**config.mk**
```make
export PLATFORM = sky130hd
export DESIGN_NAME = decode_stage
export DESIGN_NICKNAME = d
export VERILOG_FILES = /design/src/rtl/decode_pkg.sv /design/src/rtl/control_decoder.sv /design/src/rtl/decode_register.sv /design/src/rtl/decode_stage.sv /design/src/rtl/operand_extractor.sv
export SDC_FILE = /design/constraint.sdc
export NUM_CORES = 1
export LEC_CHECK = 0
export BUFFER_PORTS_ARGS = -buffer_cell sky130_fd_sc_hd__buf_4
export CORE_ASPECT_RATIO = 0.8
export CORE_MARGIN = 3
export CORE_UTILIZATION = 47
export CTS_CLUSTER_DIAMETER = 150
export DETAILED_ROUTE_END_ITERATION = 7
export GPL_TIMING_DRIVEN = 0
export PLACE_DENSITY = 0.84
export SLEW_MARGIN = 20
export SYNTH_ARGS = -nofsm -noshare
export SYNTH_HDL_FRONTEND = slang
export SYNTH_SLANG_ARGS = --single-unit
```
**constraint.sdc**
```tcl
create_clock -name clk -period 3.44 [get_ports clk]
set_clock_uncertainty 0.15 [all_clocks]
set_input_delay 0.344 -clock clk [delete_from_list [all_inputs] [get_ports clk]]
set_output_delay 0.344 -clock clk [all_outputs]
set_load 0.01 [all_outputs]
```
**src/rtl/decode_pkg.sv**
```systemverilog
package decode_pkg;

	// ####################
	// widths and fixed registers
	// ####################

	localparam int WORD_W = 32;
	localparam int REG_SEL_W = 4;
	localparam int CR_SEL_W = 3;

	// CALL writes its return address here
	localparam int LINK_REG = 15;

	// ####################
	// opcodes
	// ####################

	// bits 31:25 of the instruction where the top two bits give the class
	typedef enum logic [6:0] {
		// class 0 holds the ALU operations
		OPC_ADD = 7'h00,
		OPC_ADDC = 7'h01,
		OPC_SUB = 7'h02,
		OPC_SUBC = 7'h03,
		OPC_LSL = 7'h04,
		OPC_LSR = 7'h05,
		OPC_AND = 7'h06,
		OPC_OR = 7'h07,
		OPC_XOR = 7'h08,
		OPC_CMP = 7'h09,
		OPC_MOVHI = 7'h0a,
		OPC_ORLO = 7'h0b,
		// class 1 holds the branches
		OPC_B = 7'h28,
		OPC_CALL = 7'h29,
		OPC_BCC = 7'h2a,
		// class 2 holds the memory accesses
		OPC_LDR32 = 7'h40,
		OPC_LDR16 = 7'h41,
		OPC_LDR8 = 7'h42,
		OPC_STR32 = 7'h44,
		OPC_STR16 = 7'h45,
		OPC_STR8 = 7'h46,
		// class 3 holds the system operations
		OPC_SWI = 7'h60,
		OPC_RFE = 7'h61,
		OPC_GCR = 7'h62,
		OPC_SCR = 7'h63
	} opcode_t;

	// ####################
	// execute stage controls
	// ####################

	typedef enum logic [4:0] {
		ALU_ADD = 5'd0,
		ALU_ADDC = 5'd1,
		ALU_SUB = 5'd2,
		ALU_SUBC = 5'd3,
		ALU_LSL = 5'd4,
		ALU_LSR = 5'd5,
		ALU_AND = 5'd6,
		ALU_OR = 5'd7,
		ALU_XOR = 5'd8,
		// operand 2 goes straight through
		ALU_COPYB = 5'd9,
		ALU_GCR = 5'd10
	} alu_op_t;

	typedef enum logic [1:0] {
		IMM13 = 2'd0,
		IMM24 = 2'd1,
		HI16 = 2'd2,
		LO16 = 2'd3
	} imm_form_t;

	typedef enum logic [1:0] {
		W32 = 2'd0,
		W16 = 2'd1,
		W8 = 2'd2
	} mem_width_t;

endpackage

```
**src/rtl/control_decoder.sv**
```systemverilog
`timescale 1ns/1ps

module control_decoder (
	input logic [6:0] opcode,
	output logic legal,
	output decode_pkg::alu_op_t alu_op,
	output logic [2:0] branch_cond,
	output logic op1_ra,
	output logic op1_rb,
	output logic op2_rb,
	output logic mem_load,
	output logic mem_store,
	output decode_pkg::mem_width_t mem_width,
	output logic is_call,
	output logic update_rd,
	output logic update_flags,
	output logic update_carry,
	output logic write_cr,
	output logic is_swi,
	output logic is_rfe,
	output decode_pkg::imm_form_t imm_form,
	output logic rd_is_lr
);

	import decode_pkg::*;

	opcode_t op;

	assign op = opcode_t'(opcode);

	always_comb begin
		legal = 1'b0;
		alu_op = ALU_ADD;
		branch_cond = 3'd0;
		op1_ra = 1'b0;
		op1_rb = 1'b0;
		op2_rb = 1'b0;
		mem_load = 1'b0;
		mem_store = 1'b0;
		mem_width = W32;
		is_call = 1'b0;
		update_rd = 1'b0;
		update_flags = 1'b0;
		update_carry = 1'b0;
		write_cr = 1'b0;
		is_swi = 1'b0;
		is_rfe = 1'b0;
		imm_form = IMM13;
		rd_is_lr = 1'b0;

		case (op)
		// ####################
		// ALU class
		// ####################
		OPC_ADD, OPC_SUB, OPC_LSL, OPC_LSR, OPC_AND, OPC_OR, OPC_XOR, OPC_CMP: begin
			legal = 1'b1;
			op1_ra = 1'b1;
			op2_rb = 1'b1;
			update_flags = 1'b1;
			// compare only sets flags
			update_rd = (op != OPC_CMP);
			case (op)
			OPC_SUB, OPC_CMP: alu_op = ALU_SUB;
			OPC_LSL: alu_op = ALU_LSL;
			OPC_LSR: alu_op = ALU_LSR;
			OPC_AND: alu_op = ALU_AND;
			OPC_OR: alu_op = ALU_OR;
			OPC_XOR: alu_op = ALU_XOR;
			default: alu_op = ALU_ADD;
			endcase
		end
		// the carry forms take their second operand from IMM13
		OPC_ADDC, OPC_SUBC: begin
			legal = 1'b1;
			op1_ra = 1'b1;
			update_rd = 1'b1;
			update_flags = 1'b1;
			update_carry = 1'b1;
			alu_op = (op == OPC_ADDC) ? ALU_ADDC : ALU_SUBC;
		end
		OPC_MOVHI: begin
			legal = 1'b1;
			op1_ra = 1'b1;
			update_rd = 1'b1;
			alu_op = ALU_COPYB;
			imm_form = HI16;
		end
		OPC_ORLO: begin
			legal = 1'b1;
			op1_ra = 1'b1;
			update_rd = 1'b1;
			alu_op = ALU_OR;
			imm_form = LO16;
		end
		// ####################
		// branch class
		// ####################
		OPC_B, OPC_CALL, OPC_BCC: begin
			legal = 1'b1;
			imm_form = IMM24;
			branch_cond = (op == OPC_BCC) ? 3'd1 : 3'd0;
			if (op == OPC_CALL) begin
				is_call = 1'b1;
				update_rd = 1'b1;
				rd_is_lr = 1'b1;
			end
		end
		// ####################
		// memory class
		// ####################
		OPC_LDR32, OPC_LDR16, OPC_LDR8, OPC_STR32, OPC_STR16, OPC_STR8: begin
			legal = 1'b1;
			op1_ra = 1'b1;
			// bit 2 of the opcode separates stores from loads
			mem_store = opcode[2];
			mem_load = ~opcode[2];
			update_rd = ~opcode[2];
			op2_rb = opcode[2];
			case (opcode[1:0])
			2'd1: mem_width = W16;
			2'd2: mem_width = W8;
			default: mem_width = W32;
			endcase
		end
		// ####################
		// system class
		// ####################
		OPC_SWI: begin
			legal = 1'b1;
			is_swi = 1'b1;
		end
		OPC_RFE: begin
			legal = 1'b1;
			is_rfe = 1'b1;
		end
		OPC_GCR: begin
			legal = 1'b1;
			update_rd = 1'b1;
			alu_op = ALU_GCR;
		end
		OPC_SCR: begin
			legal = 1'b1;
			write_cr = 1'b1;
			op1_ra = 1'b1;
		end
		default: begin
			legal = 1'b0;
		end
		endcase
	end

endmodule

```
**src/rtl/decode_register.sv**
```systemverilog
`timescale 1ns/1ps

module decode_register (
	input logic clk,
	input logic rst,
	input logic [1:0] instr_class,
	input logic legal,
	input decode_pkg::alu_op_t alu_op,
	input logic [2:0] branch_cond,
	input logic op1_ra,
	input logic op1_rb,
	input logic op2_rb,
	input logic mem_load,
	input logic mem_store,
	input decode_pkg::mem_width_t mem_width,
	input logic is_call,
	input logic update_rd,
	input logic update_flags,
	input logic update_carry,
	input logic write_cr,
	input logic is_swi,
	input logic is_rfe,
	input decode_pkg::imm_form_t imm_form,
	input logic rd_is_lr,
	input logic [decode_pkg::REG_SEL_W-1:0] rd_field,
	input logic [decode_pkg::CR_SEL_W-1:0] cr_field,
	input logic [decode_pkg::WORD_W-1:0] imm13,
	input logic [decode_pkg::WORD_W-1:0] imm24,
	input logic [decode_pkg::WORD_W-1:0] hi16,
	input logic [decode_pkg::WORD_W-1:0] lo16,
	input logic [decode_pkg::WORD_W-1:0] pc_plus_4,
	input logic fetched,
	input logic exception_start_in,
	output logic [decode_pkg::REG_SEL_W-1:0] rd_sel,
	output logic update_rd_out,
	output logic [decode_pkg::WORD_W-1:0] imm32,
	output decode_pkg::alu_op_t alu_opc,
	output logic [2:0] branch_condition,
	output logic alu_op1_ra,
	output logic alu_op1_rb,
	output logic alu_op2_rb,
	output logic mem_load_out,
	output logic mem_store_out,
	output decode_pkg::mem_width_t mem_width_out,
	output logic [1:0] instr_class_out,
	output logic is_call_out,
	output logic update_flags_out,
	output logic update_carry_out,
	output logic [decode_pkg::CR_SEL_W-1:0] cr_sel,
	output logic write_cr_out,
	output logic is_swi_out,
	output logic is_rfe_out,
	output logic [decode_pkg::WORD_W-1:0] pc_plus_4_out,
	output logic exception_start_out,
	output logic valid_out
);

	import decode_pkg::*;

	logic [WORD_W-1:0] imm_next;
	logic [REG_SEL_W-1:0] rd_next;

	always_comb begin
		case (imm_form)
		IMM24: imm_next = imm24;
		HI16: imm_next = hi16;
		LO16: imm_next = lo16;
		default: imm_next = imm13;
		endcase
	end

	assign rd_next = rd_is_lr ? REG_SEL_W'(LINK_REG) : rd_field;

	// ####################
	// state-affecting controls
	// ####################

	always_ff @(posedge clk) begin
		if (rst) begin
			valid_out <= 1'b0;
			update_rd_out <= 1'b0;
			update_flags_out <= 1'b0;
			update_carry_out <= 1'b0;
			mem_load_out <= 1'b0;
			mem_store_out <= 1'b0;
			is_call_out <= 1'b0;
			write_cr_out <= 1'b0;
			is_swi_out <= 1'b0;
			is_rfe_out <= 1'b0;
			exception_start_out <= 1'b0;
			pc_plus_4_out <= '0;
			instr_class_out <= 2'b00;
		end else begin
			valid_out <= legal & fetched;
			update_rd_out <= update_rd;
			update_flags_out <= update_flags;
			update_carry_out <= update_carry;
			mem_load_out <= mem_load;
			mem_store_out <= mem_store;
			is_call_out <= is_call;
			write_cr_out <= write_cr;
			is_swi_out <= is_swi;
			is_rfe_out <= is_rfe;
			// an illegal opcode traps just like a software interrupt
			exception_start_out <= ~legal | is_swi | exception_start_in;
			pc_plus_4_out <= pc_plus_4;
			instr_class_out <= instr_class;
		end
	end

	// ####################
	// data fields
	// ####################

	always_ff @(posedge clk) begin
		rd_sel <= rd_next;
		imm32 <= imm_next;
		alu_opc <= alu_op;
		branch_condition <= branch_cond;
		alu_op1_ra <= op1_ra;
		alu_op1_rb <= op1_rb;
		alu_op2_rb <= op2_rb;
		mem_width_out <= mem_width;
		cr_sel <= cr_field;
	end

endmodule

```
**src/rtl/decode_stage.sv**
```systemverilog
`timescale 1ns/1ps

module decode_stage (
	input logic clk,
	input logic rst,
	input logic [decode_pkg::WORD_W-1:0] instr,
	input logic [decode_pkg::WORD_W-1:0] pc_plus_4,
	input logic fetched,
	input logic exception_start_in,
	output logic [decode_pkg::REG_SEL_W-1:0] ra_sel,
	output logic [decode_pkg::REG_SEL_W-1:0] rb_sel,
	output logic illegal_instr,
	output logic [decode_pkg::REG_SEL_W-1:0] rd_sel,
	output logic update_rd_out,
	output logic [decode_pkg::WORD_W-1:0] imm32,
	output decode_pkg::alu_op_t alu_opc,
	output logic [2:0] branch_condition,
	output logic alu_op1_ra,
	output logic alu_op1_rb,
	output logic alu_op2_rb,
	output logic mem_load_out,
	output logic mem_store_out,
	output decode_pkg::mem_width_t mem_width_out,
	output logic [1:0] instr_class_out,
	output logic is_call_out,
	output logic update_flags_out,
	output logic update_carry_out,
	output logic [decode_pkg::CR_SEL_W-1:0] cr_sel,
	output logic write_cr_out,
	output logic is_swi_out,
	output logic is_rfe_out,
	output logic [decode_pkg::WORD_W-1:0] pc_plus_4_out,
	output logic exception_start_out,
	output logic valid_out
);

	import decode_pkg::*;

	logic legal;
	alu_op_t alu_op;
	logic [2:0] branch_cond;
	logic op1_ra;
	logic op1_rb;
	logic op2_rb;
	logic mem_load;
	logic mem_store;
	mem_width_t mem_width;
	logic is_call;
	logic update_rd;
	logic update_flags;
	logic update_carry;
	logic write_cr;
	logic is_swi;
	logic is_rfe;
	imm_form_t imm_form;
	logic rd_is_lr;
	logic [REG_SEL_W-1:0] rd_field;
	logic [CR_SEL_W-1:0] cr_field;
	logic [WORD_W-1:0] imm13;
	logic [WORD_W-1:0] imm24;
	logic [WORD_W-1:0] hi16;
	logic [WORD_W-1:0] lo16;

	assign illegal_instr = ~legal;

	control_decoder i_control_decoder (
		.opcode(instr[31:25]),
		.legal(legal),
		.alu_op(alu_op),
		.branch_cond(branch_cond),
		.op1_ra(op1_ra),
		.op1_rb(op1_rb),
		.op2_rb(op2_rb),
		.mem_load(mem_load),
		.mem_store(mem_store),
		.mem_width(mem_width),
		.is_call(is_call),
		.update_rd(update_rd),
		.update_flags(update_flags),
		.update_carry(update_carry),
		.write_cr(write_cr),
		.is_swi(is_swi),
		.is_rfe(is_rfe),
		.imm_form(imm_form),
		.rd_is_lr(rd_is_lr)
	);

	operand_extractor i_operand_extractor (
		.instr(instr),
		.ra_sel(ra_sel),
		.rb_sel(rb_sel),
		.rd_field(rd_field),
		.cr_field(cr_field),
		.imm13(imm13),
		.imm24(imm24),
		.hi16(hi16),
		.lo16(lo16)
	);

	decode_register i_decode_register (
		.clk(clk),
		.rst(rst),
		.instr_class(instr[31:30]),
		.legal(legal),
		.alu_op(alu_op),
		.branch_cond(branch_cond),
		.op1_ra(op1_ra),
		.op1_rb(op1_rb),
		.op2_rb(op2_rb),
		.mem_load(mem_load),
		.mem_store(mem_store),
		.mem_width(mem_width),
		.is_call(is_call),
		.update_rd(update_rd),
		.update_flags(update_flags),
		.update_carry(update_carry),
		.write_cr(write_cr),
		.is_swi(is_swi),
		.is_rfe(is_rfe),
		.imm_form(imm_form),
		.rd_is_lr(rd_is_lr),
		.rd_field(rd_field),
		.cr_field(cr_field),
		.imm13(imm13),
		.imm24(imm24),
		.hi16(hi16),
		.lo16(lo16),
		.pc_plus_4(pc_plus_4),
		.fetched(fetched),
		.exception_start_in(exception_start_in),
		.rd_sel(rd_sel),
		.update_rd_out(update_rd_out),
		.imm32(imm32),
		.alu_opc(alu_opc),
		.branch_condition(branch_condition),
		.alu_op1_ra(alu_op1_ra),
		.alu_op1_rb(alu_op1_rb),
		.alu_op2_rb(alu_op2_rb),
		.mem_load_out(mem_load_out),
		.mem_store_out(mem_store_out),
		.mem_width_out(mem_width_out),
		.instr_class_out(instr_class_out),
		.is_call_out(is_call_out),
		.update_flags_out(update_flags_out),
		.update_carry_out(update_carry_out),
		.cr_sel(cr_sel),
		.write_cr_out(write_cr_out),
		.is_swi_out(is_swi_out),
		.is_rfe_out(is_rfe_out),
		.pc_plus_4_out(pc_plus_4_out),
		.exception_start_out(exception_start_out),
		.valid_out(valid_out)
	);

endmodule

```
**src/rtl/operand_extractor.sv**
```systemverilog
`timescale 1ns/1ps

module operand_extractor (
	input logic [decode_pkg::WORD_W-1:0] instr,
	output logic [decode_pkg::REG_SEL_W-1:0] ra_sel,
	output logic [decode_pkg::REG_SEL_W-1:0] rb_sel,
	output logic [decode_pkg::REG_SEL_W-1:0] rd_field,
	output logic [decode_pkg::CR_SEL_W-1:0] cr_field,
	output logic [decode_pkg::WORD_W-1:0] imm13,
	output logic [decode_pkg::WORD_W-1:0] imm24,
	output logic [decode_pkg::WORD_W-1:0] hi16,
	output logic [decode_pkg::WORD_W-1:0] lo16
);

	import decode_pkg::*;

	// ####################
	// register fields
	// ####################

	assign ra_sel = instr[11:8];
	assign rb_sel = instr[7:4];
	assign rd_field = instr[3:0];
	assign cr_field = instr[14:12];

	// ####################
	// immediate candidates
	// ####################

	// ALU and memory offsets are signed
	assign imm13 = {{(WORD_W - 13){instr[24]}}, instr[24:12]};

	// branch offset is in words, so scale it to bytes
	assign imm24 = {{(WORD_W - 26){instr[23]}}, instr[23:0], 2'b00};

	// movhi and orlo build a constant in two halves
	assign hi16 = {instr[25:10], {(WORD_W - 16){1'b0}}};
	assign lo16 = {{(WORD_W - 16){1'b0}}, instr[25:10]};

endmodule

```
## Yosys cells after proc, flatten, opt, wreduce, memory -nomap -nowiden

Index checks and enable logic that the tools add are counted.

- Register bits: 96
- Input bits: 68
- Output and inout port bits: 106
- Logic and storage cells: 86

- Equality and inequality tests: 30
- Multiplexer cells: 18
- Bitwise gates (word level): 6
- Reduce and logical (&&, ||, !) cells: 11

Operator list:

| kind | count |
|---|---|
| 32-bit one-hot mux with 3 select lines | 1 |
| 7-bit equality test, second input constant | 10 |
| 7-bit by 3-bit equality test with 1-bit output, second input constant | 4 |
| 7-bit by 4-bit equality test with 1-bit output, second input constant | 4 |
| 5-bit one-hot mux with 5 select lines | 1 |
| 25-bit OR reduction | 1 |
| 4-bit one-hot mux with 6 select lines | 1 |
| 7-bit by 6-bit equality test with 1-bit output, second input constant | 3 |
| 19-bit OR reduction | 1 |
| 7-bit by 2-bit equality test with 1-bit output, second input constant | 2 |
| 1-bit 2-to-1 mux | 10 |
| 10-bit OR reduction | 1 |
| 8-bit OR reduction | 1 |
| 7-bit by 1-bit equality test with 1-bit output, second input constant | 1 |
| 7-bit zero test | 1 |
| 7-bit by 4-bit != test with 1-bit output, second input constant | 1 |
| 2-bit equality test, second input constant | 3 |
| 2-bit one-hot mux with 3 select lines | 1 |
| 2-bit OR reduction | 3 |
| 6-bit OR reduction | 1 |
| 5-bit OR reduction | 1 |
| 2-bit by 1-bit equality test with 1-bit output, second input constant | 2 |
| 1-bit one-hot mux with 4 select lines | 1 |
| 2-bit one-hot mux with 2 select lines | 1 |
| other kinds (6) | 9 |

## Longest topological paths before layout

- Word-level depth: 6
- Mapped depth: 7
- Gate-level depth less buffers: 4

## Cells and area by module

Synthesis repeated with hierarchy kept, for this count alone.

- Cell total of the unflattened synthesis: 407
- Area total of the unflattened synthesis: 4633.2 sq um

By module, submodules not included:

| module | instances | cells an instance | area an instance (sq um) | seq. area each (sq um) |
|---|---|---|---|---|
| decode_register | 1 | 191 | 3081.7 | 1941.9 |
| operand_extractor | 1 | 144 | 1077.3 | 0.0 |
| control_decoder | 1 | 71 | 470.5 | 0.0 |
| decode_stage | 1 | 1 | 3.8 | 0.0 |

## Least setup slack after synthesis

Ideal clock, no wire load.

- Path type: in2reg
- From: input port instr[28] (netlist bit)
- To: register i_decode_register.exception_start_out
- Library setup time: 0.120 ns
- Arrival: 1.839 ns
- Data required time: 3.170 ns
- Slack: 1.331 ns
- Stages on the path: 5
- Path buffers: 1
- Path through: or2_2 > or4b_2 > buf_2 > and4_4 > o31a_1

- Cells in the longest elaborated chain, start to end: 6
- Elaborated cells between the ends (all ways): 31
- Those cells by class: eq/ne: 24; mux: 2; bitwise: 3; reduce/logical: 2

Ends and longest elaborated chain:

| what | line | source |
|---|---|---|
| start, declared | decode_stage.sv:6 | `input logic [decode_pkg::WORD_W-1:0] instr,` |
| 7-bit by 2-bit equality test with 1-bit output, or another cell as far along | control_decoder.sv:51 | `case (op)` |
| 25-bit OR reduction (no line) * | - |  |
| 1-bit 2-to-1 mux * | control_decoder.sv:51 |  |
| 1-bit inverter * | - |  |
| net illegal_instr | decode_stage.sv:12 | `output logic illegal_instr,` |
| 1-bit OR * (2 in a row) | decode_register.sv:105 | `exception_start_out <= ~legal \| is_swi \| exception_start_in;` |
| end signal, assigned | decode_register.sv:105 |  |
| end, declared | decode_register.sv:54 | `output logic exception_start_out,` |

The timed path passes the listed nets; every way through them passes the cells marked *.
A chain may end at the register's enable or synchronous reset.

## Worst setup path in the final report

- From: input port instr[28] (netlist bit)
- To: output port illegal_instr

- Cells in the longest elaborated chain, start to end: 4
- Elaborated cells between the ends (all ways): 28
- Those cells by class: eq/ne: 24; mux: 1; bitwise: 1; reduce/logical: 2

Ends and longest elaborated chain:

| what | line | source |
|---|---|---|
| 7-bit by 2-bit equality test with 1-bit output, or another cell as far along | control_decoder.sv:51 |  |
| 25-bit OR reduction (no line) * | - |  |
| 1-bit 2-to-1 mux * | control_decoder.sv:51 |  |
| 1-bit inverter * | decode_stage.sv:64 | `assign illegal_instr = ~legal;` |
| end, declared | decode_stage.sv:12 |  |

Mark *: on every way between the ends. The rest lies on a longest branch, timed or not.

==> summary.md <==
| Metric | Value |
|---|---|
| Area share of the largest cell type after synthesis | `59.0%` |
| Std-Cell Rows | `26` |
| Number of hold violations in the final report | `0` |
| Achievable clock frequency | `412 MHz` |
| Slew at the pin closest to its max-slew limit | `1.06 ns` |
| Total cell area at the placement stage | `0.00453 mm^2` |
| Final instance area | `0.00476 mm^2` |
| Post-route setup TNS | `0 ns` |
| Total DRC errors in the routed layout | `0` |
| Most frequently used flop master after synthesis | `dfxtp_1` |
| Worst Setup Start Kind | `input pin` |
| Number of flip-flops and latches in the synthesized netlist | `93` |
| Maximum level of the CTS H-tree | `3` |
| Grt ovf | `0` |
| Crit share post-route | `70.5%` |
| Initial antenna violation count | `0` |
| Critical Setup Path Class | `in -> out` |
| Post-layout min period | `2.42 ns` |
| Critical path data arrival time | `1.93 ns` |
| Worst-path fanout max | `10` |
| Floorplan die area | `0.00774 mm^2` |
| Count of nets after finishing | `554` |
| Number of maximum-capacitance violations | `0` |
| Slew Viols, Final | `0` |
| TritonCTS Buffers | `9` |
| Total number of vias | `2949` |
| Post-Syn Area | `0.00316 mm^2` |
| End of the critical path | `illegal_instr` |
| Capturing element type of the critical path | `output port` |
| Number of buffers inserted to repair setup after CTS | `0` |
| Signed area change from the synthesized netlist to the final layout | `50.7%` |
| 1st-pass router iterations | `5` |
| Vias per cell | `5.14` |
| Global-route wire length before repair | `14400 um` |
| Total of buffers placed on input and output ports | `168` |
| Register share of total power | `52.4%` |
| Clk root buf | `clkbuf_8` |
| Slowest stage cell, crit path | `or3b_2` |
| Synth unique cells | `47` |
| Async set or reset register ratio after synthesis | `0%` |
| Path type of the worst min-delay path | `in -> reg` |
| Sequential cell area | `0.00186 mm^2` |
| Antenna Violating Nets Remaining | `0` |
| Dominant cell type by area after synthesis | `dfxtp_1` |
| Filler cell count | `476` |
| Average size of a mapped cell | `10.5 um^2` |
| Leading cell types in the layout, fill and taps excluded | `180 x buf_4, 93 x dfxtp_1, 36 x nor2b_1` |
| Die Span X | `97.6 um` |
| RSZ-0062 raised after global routing | `no` |
| Share of power burned in the clock network | `32.6%` |
| Internal power of the cells | `1.65 mW` |
| Number of primary I/O pins | `174` |
| Yosys warning count | `0` |
| Number of buffers between clock root and the deepest sink | `2` |
| Dominant cell type by count on the critical path | `buf_4` |
| Largest stage delay on the critical path | `0.48 ns` |
| Worst path bufs/invs | `3` |
| Fraction of power spent switching nets | `24.8%` |
| Setup-failing EPs final | `0` |
| Cell Chain, Critical Path | `buf_4 -> clkbuf_1 -> or3b_2 -> a2111o_1 -> and4_4 -> buf_4` |
| Path length in cells of the critical path | `6` |
| Clock net sink count | `93` |
| Area of combinational cells with multiple inputs | `0.00110 mm^2` |
| Slew margin rel. | `28.9%` |
| Fraction of layout instances using a drive strength above 1 | `43.5%` |
| GRT Resource Usage Total | `23.6%` |
| Run status | `completed` |
| Die outline height | `79.3 um` |
| Clock slew at reported path FFs | `0.09 ns` |
| Final Routed Wirelength | `9270 um` |
| DRC marker count from the first detailed-route iteration | `230` |
| Via count of the first global-routing pass | `2804` |
| Main area contributors after synthesis | `dfxtp_1 59%, nor2b_1 7.1%, a221o_1 3.5%` |
| Seq/Total Area, Yosys | `59.0%` |
| # diodes | `0` |
| Cell class contributing the biggest share of worst-path delay | `simple AND/OR/NAND/NOR gates` |
| Most frequent standard cell in the layout excluding fill and tap cells | `buf_4` |
| Area of the core | `0.00644 mm^2` |
| CP Data Required Time | `2.95 ns` |
| Critical path startpoint | `instr[28]` |
| Post-synth EDFFs | `0` |
| Average detailed-routed wire length per instance | `16.2 um` |
| LEAKAGE | `2.20 nW` |
| Half-perimeter wire length of the detailed placement result | `7100 um` |
| Clock tree from TritonCTS | `done` |
| Switching component of the power | `544 uW` |
| Worst vdd rail ir drop | `0.000272 V` |
| Effective utilization at floorplan | `49.0%` |
| RD Place Congestion | `0.889` |
| Mapped Cells | `301` |
| Power density over the cells | `460 mW/mm^2` |
| Combinational group share of total power | `15.0%` |
| Maximum number of pins on one net before global-route repair | `17` |
## cell type report
type | count | share of cell area [%]
sequential | 93 | 39.1
timing repair buffer | 171 | 27.1
multi-input combinational | 173 | 23.2
buffer | 33 | 3.87
clock buffer | 9 | 2.60
tap | 84 | 2.21
clock inverter | 6 | 1.47
inverter | 5 | 0.394
## cells by family after synthesis
family | Yosys count | share of synthesized area (%)
xor+xnor | 1 | 0.277
buf+inv | 38 | 6.42
other cells | 1 | 0.119
simple gates | 114 | 20.4
flops | 93 | 59.0
mux | 2 | 0.713
compound gates | 52 | 13.1
## stage by stage
stage / worst slack [ns] / instances / util, % / hold slack, ns / power [mW]
2_1_floorplan: 1.33 / 304 / - / 0.222 / 1.30
3_3_place_gp: 0.904 / 556 / 70.4 / 0.340 / 1.49
3_5_place_dp: 0.866 / 556 / 70.4 / 0.339 / 1.50
4_1_cts: 1.03 / 574 / 73.9 / 0.0146 / 2.20
5_1_grt: 0.962 / 574 / 73.9 / 0.0198 / 2.27
6_report: 1.02 / 574 / 73.9 / 0.0241 / 2.19
## cells in the mapped netlist (2+ instances only)
cell / instances
nor2_1: 21
a221o_1: 11
and3_1: 2
o22ai_1: 3
a22o_1: 5
nand2b_1: 8
nor2b_1: 36
nand2_1: 13
nor3b_1: 2
inv_1: 4
buf_2: 6
nor4_1: 2
buf_4: 12
o21ai_0: 7
o211ai_1: 2
a221oi_1: 8
clkbuf_1: 14
mux2_2: 2
a21oi_1: 5
dfxtp_1: 93
a2bb2oi_1: 2
nor3_1: 9
nand3_1: 7
or4b_1: 2
nor3_2: 2
or3_1: 2
## sequential cells by signal, indices dropped and copies added, names as in the netlist, 2 cells and up
signal,cells
i_decode_register.alu_opc,4
i_decode_register.cr_sel,3
i_decode_register.imm32,32
i_decode_register.instr_class_out,2
i_decode_register.mem_width_out,2
i_decode_register.pc_plus_4_out,32
i_decode_register.rd_sel,4
## how the worst min path moves through the flow
stage / start / endpoint / cells past startpoint
floorplan: instr[12] / i_decode_register.cr_sel[0]$_DFF_P_ / 0
global placement: instr[14] / i_decode_register.cr_sel[2]$_DFF_P_ / 1
detailed placement: instr[13] / i_decode_register.cr_sel[1]$_DFF_P_ / 1
CTS: instr[3] / i_decode_register.rd_sel[3]$_SDFF_PP1_ / 2
global route: pc_plus_4[27] / i_decode_register.pc_plus_4_out[27]$_SDFF_PP0_ / 2
finish: instr[3] / i_decode_register.rd_sel[3]$_SDFF_PP1_ / 2
## power groups by stage
| stage | Sequential (mW) | Combinational (mW) | Clock, mW |
|---|---|---|---|
| finish | 1.15 | 0.328 | 0.715 |
| global route | 1.15 | 0.352 | 0.769 |
| CTS | 1.15 | 0.327 | 0.723 |
| detailed placement | 1.17 | 0.323 | 0 |
| global placement | 1.17 | 0.316 | 0 |
| floorplan | 1.20 | 0.103 | 0 |
## layer usage
layer,vias up,share of wire (%),global-route usage [%]
li1,1398,-,-
met1,1365,41,30.6
met2,173,50,39.0
met3,13,7.4,6.06
met4,0,1.4,6.78
met5,-,0,0
## repair_timing
item / 4_1_cts / 5_1_grt
hold endpoints to repair: 3 / 0
hold buffers: 3 / 0
gates resized for setup: 0 / 0
endpoints found under the setup margin: 0 / 0
(Power assumes the default switching activity.)
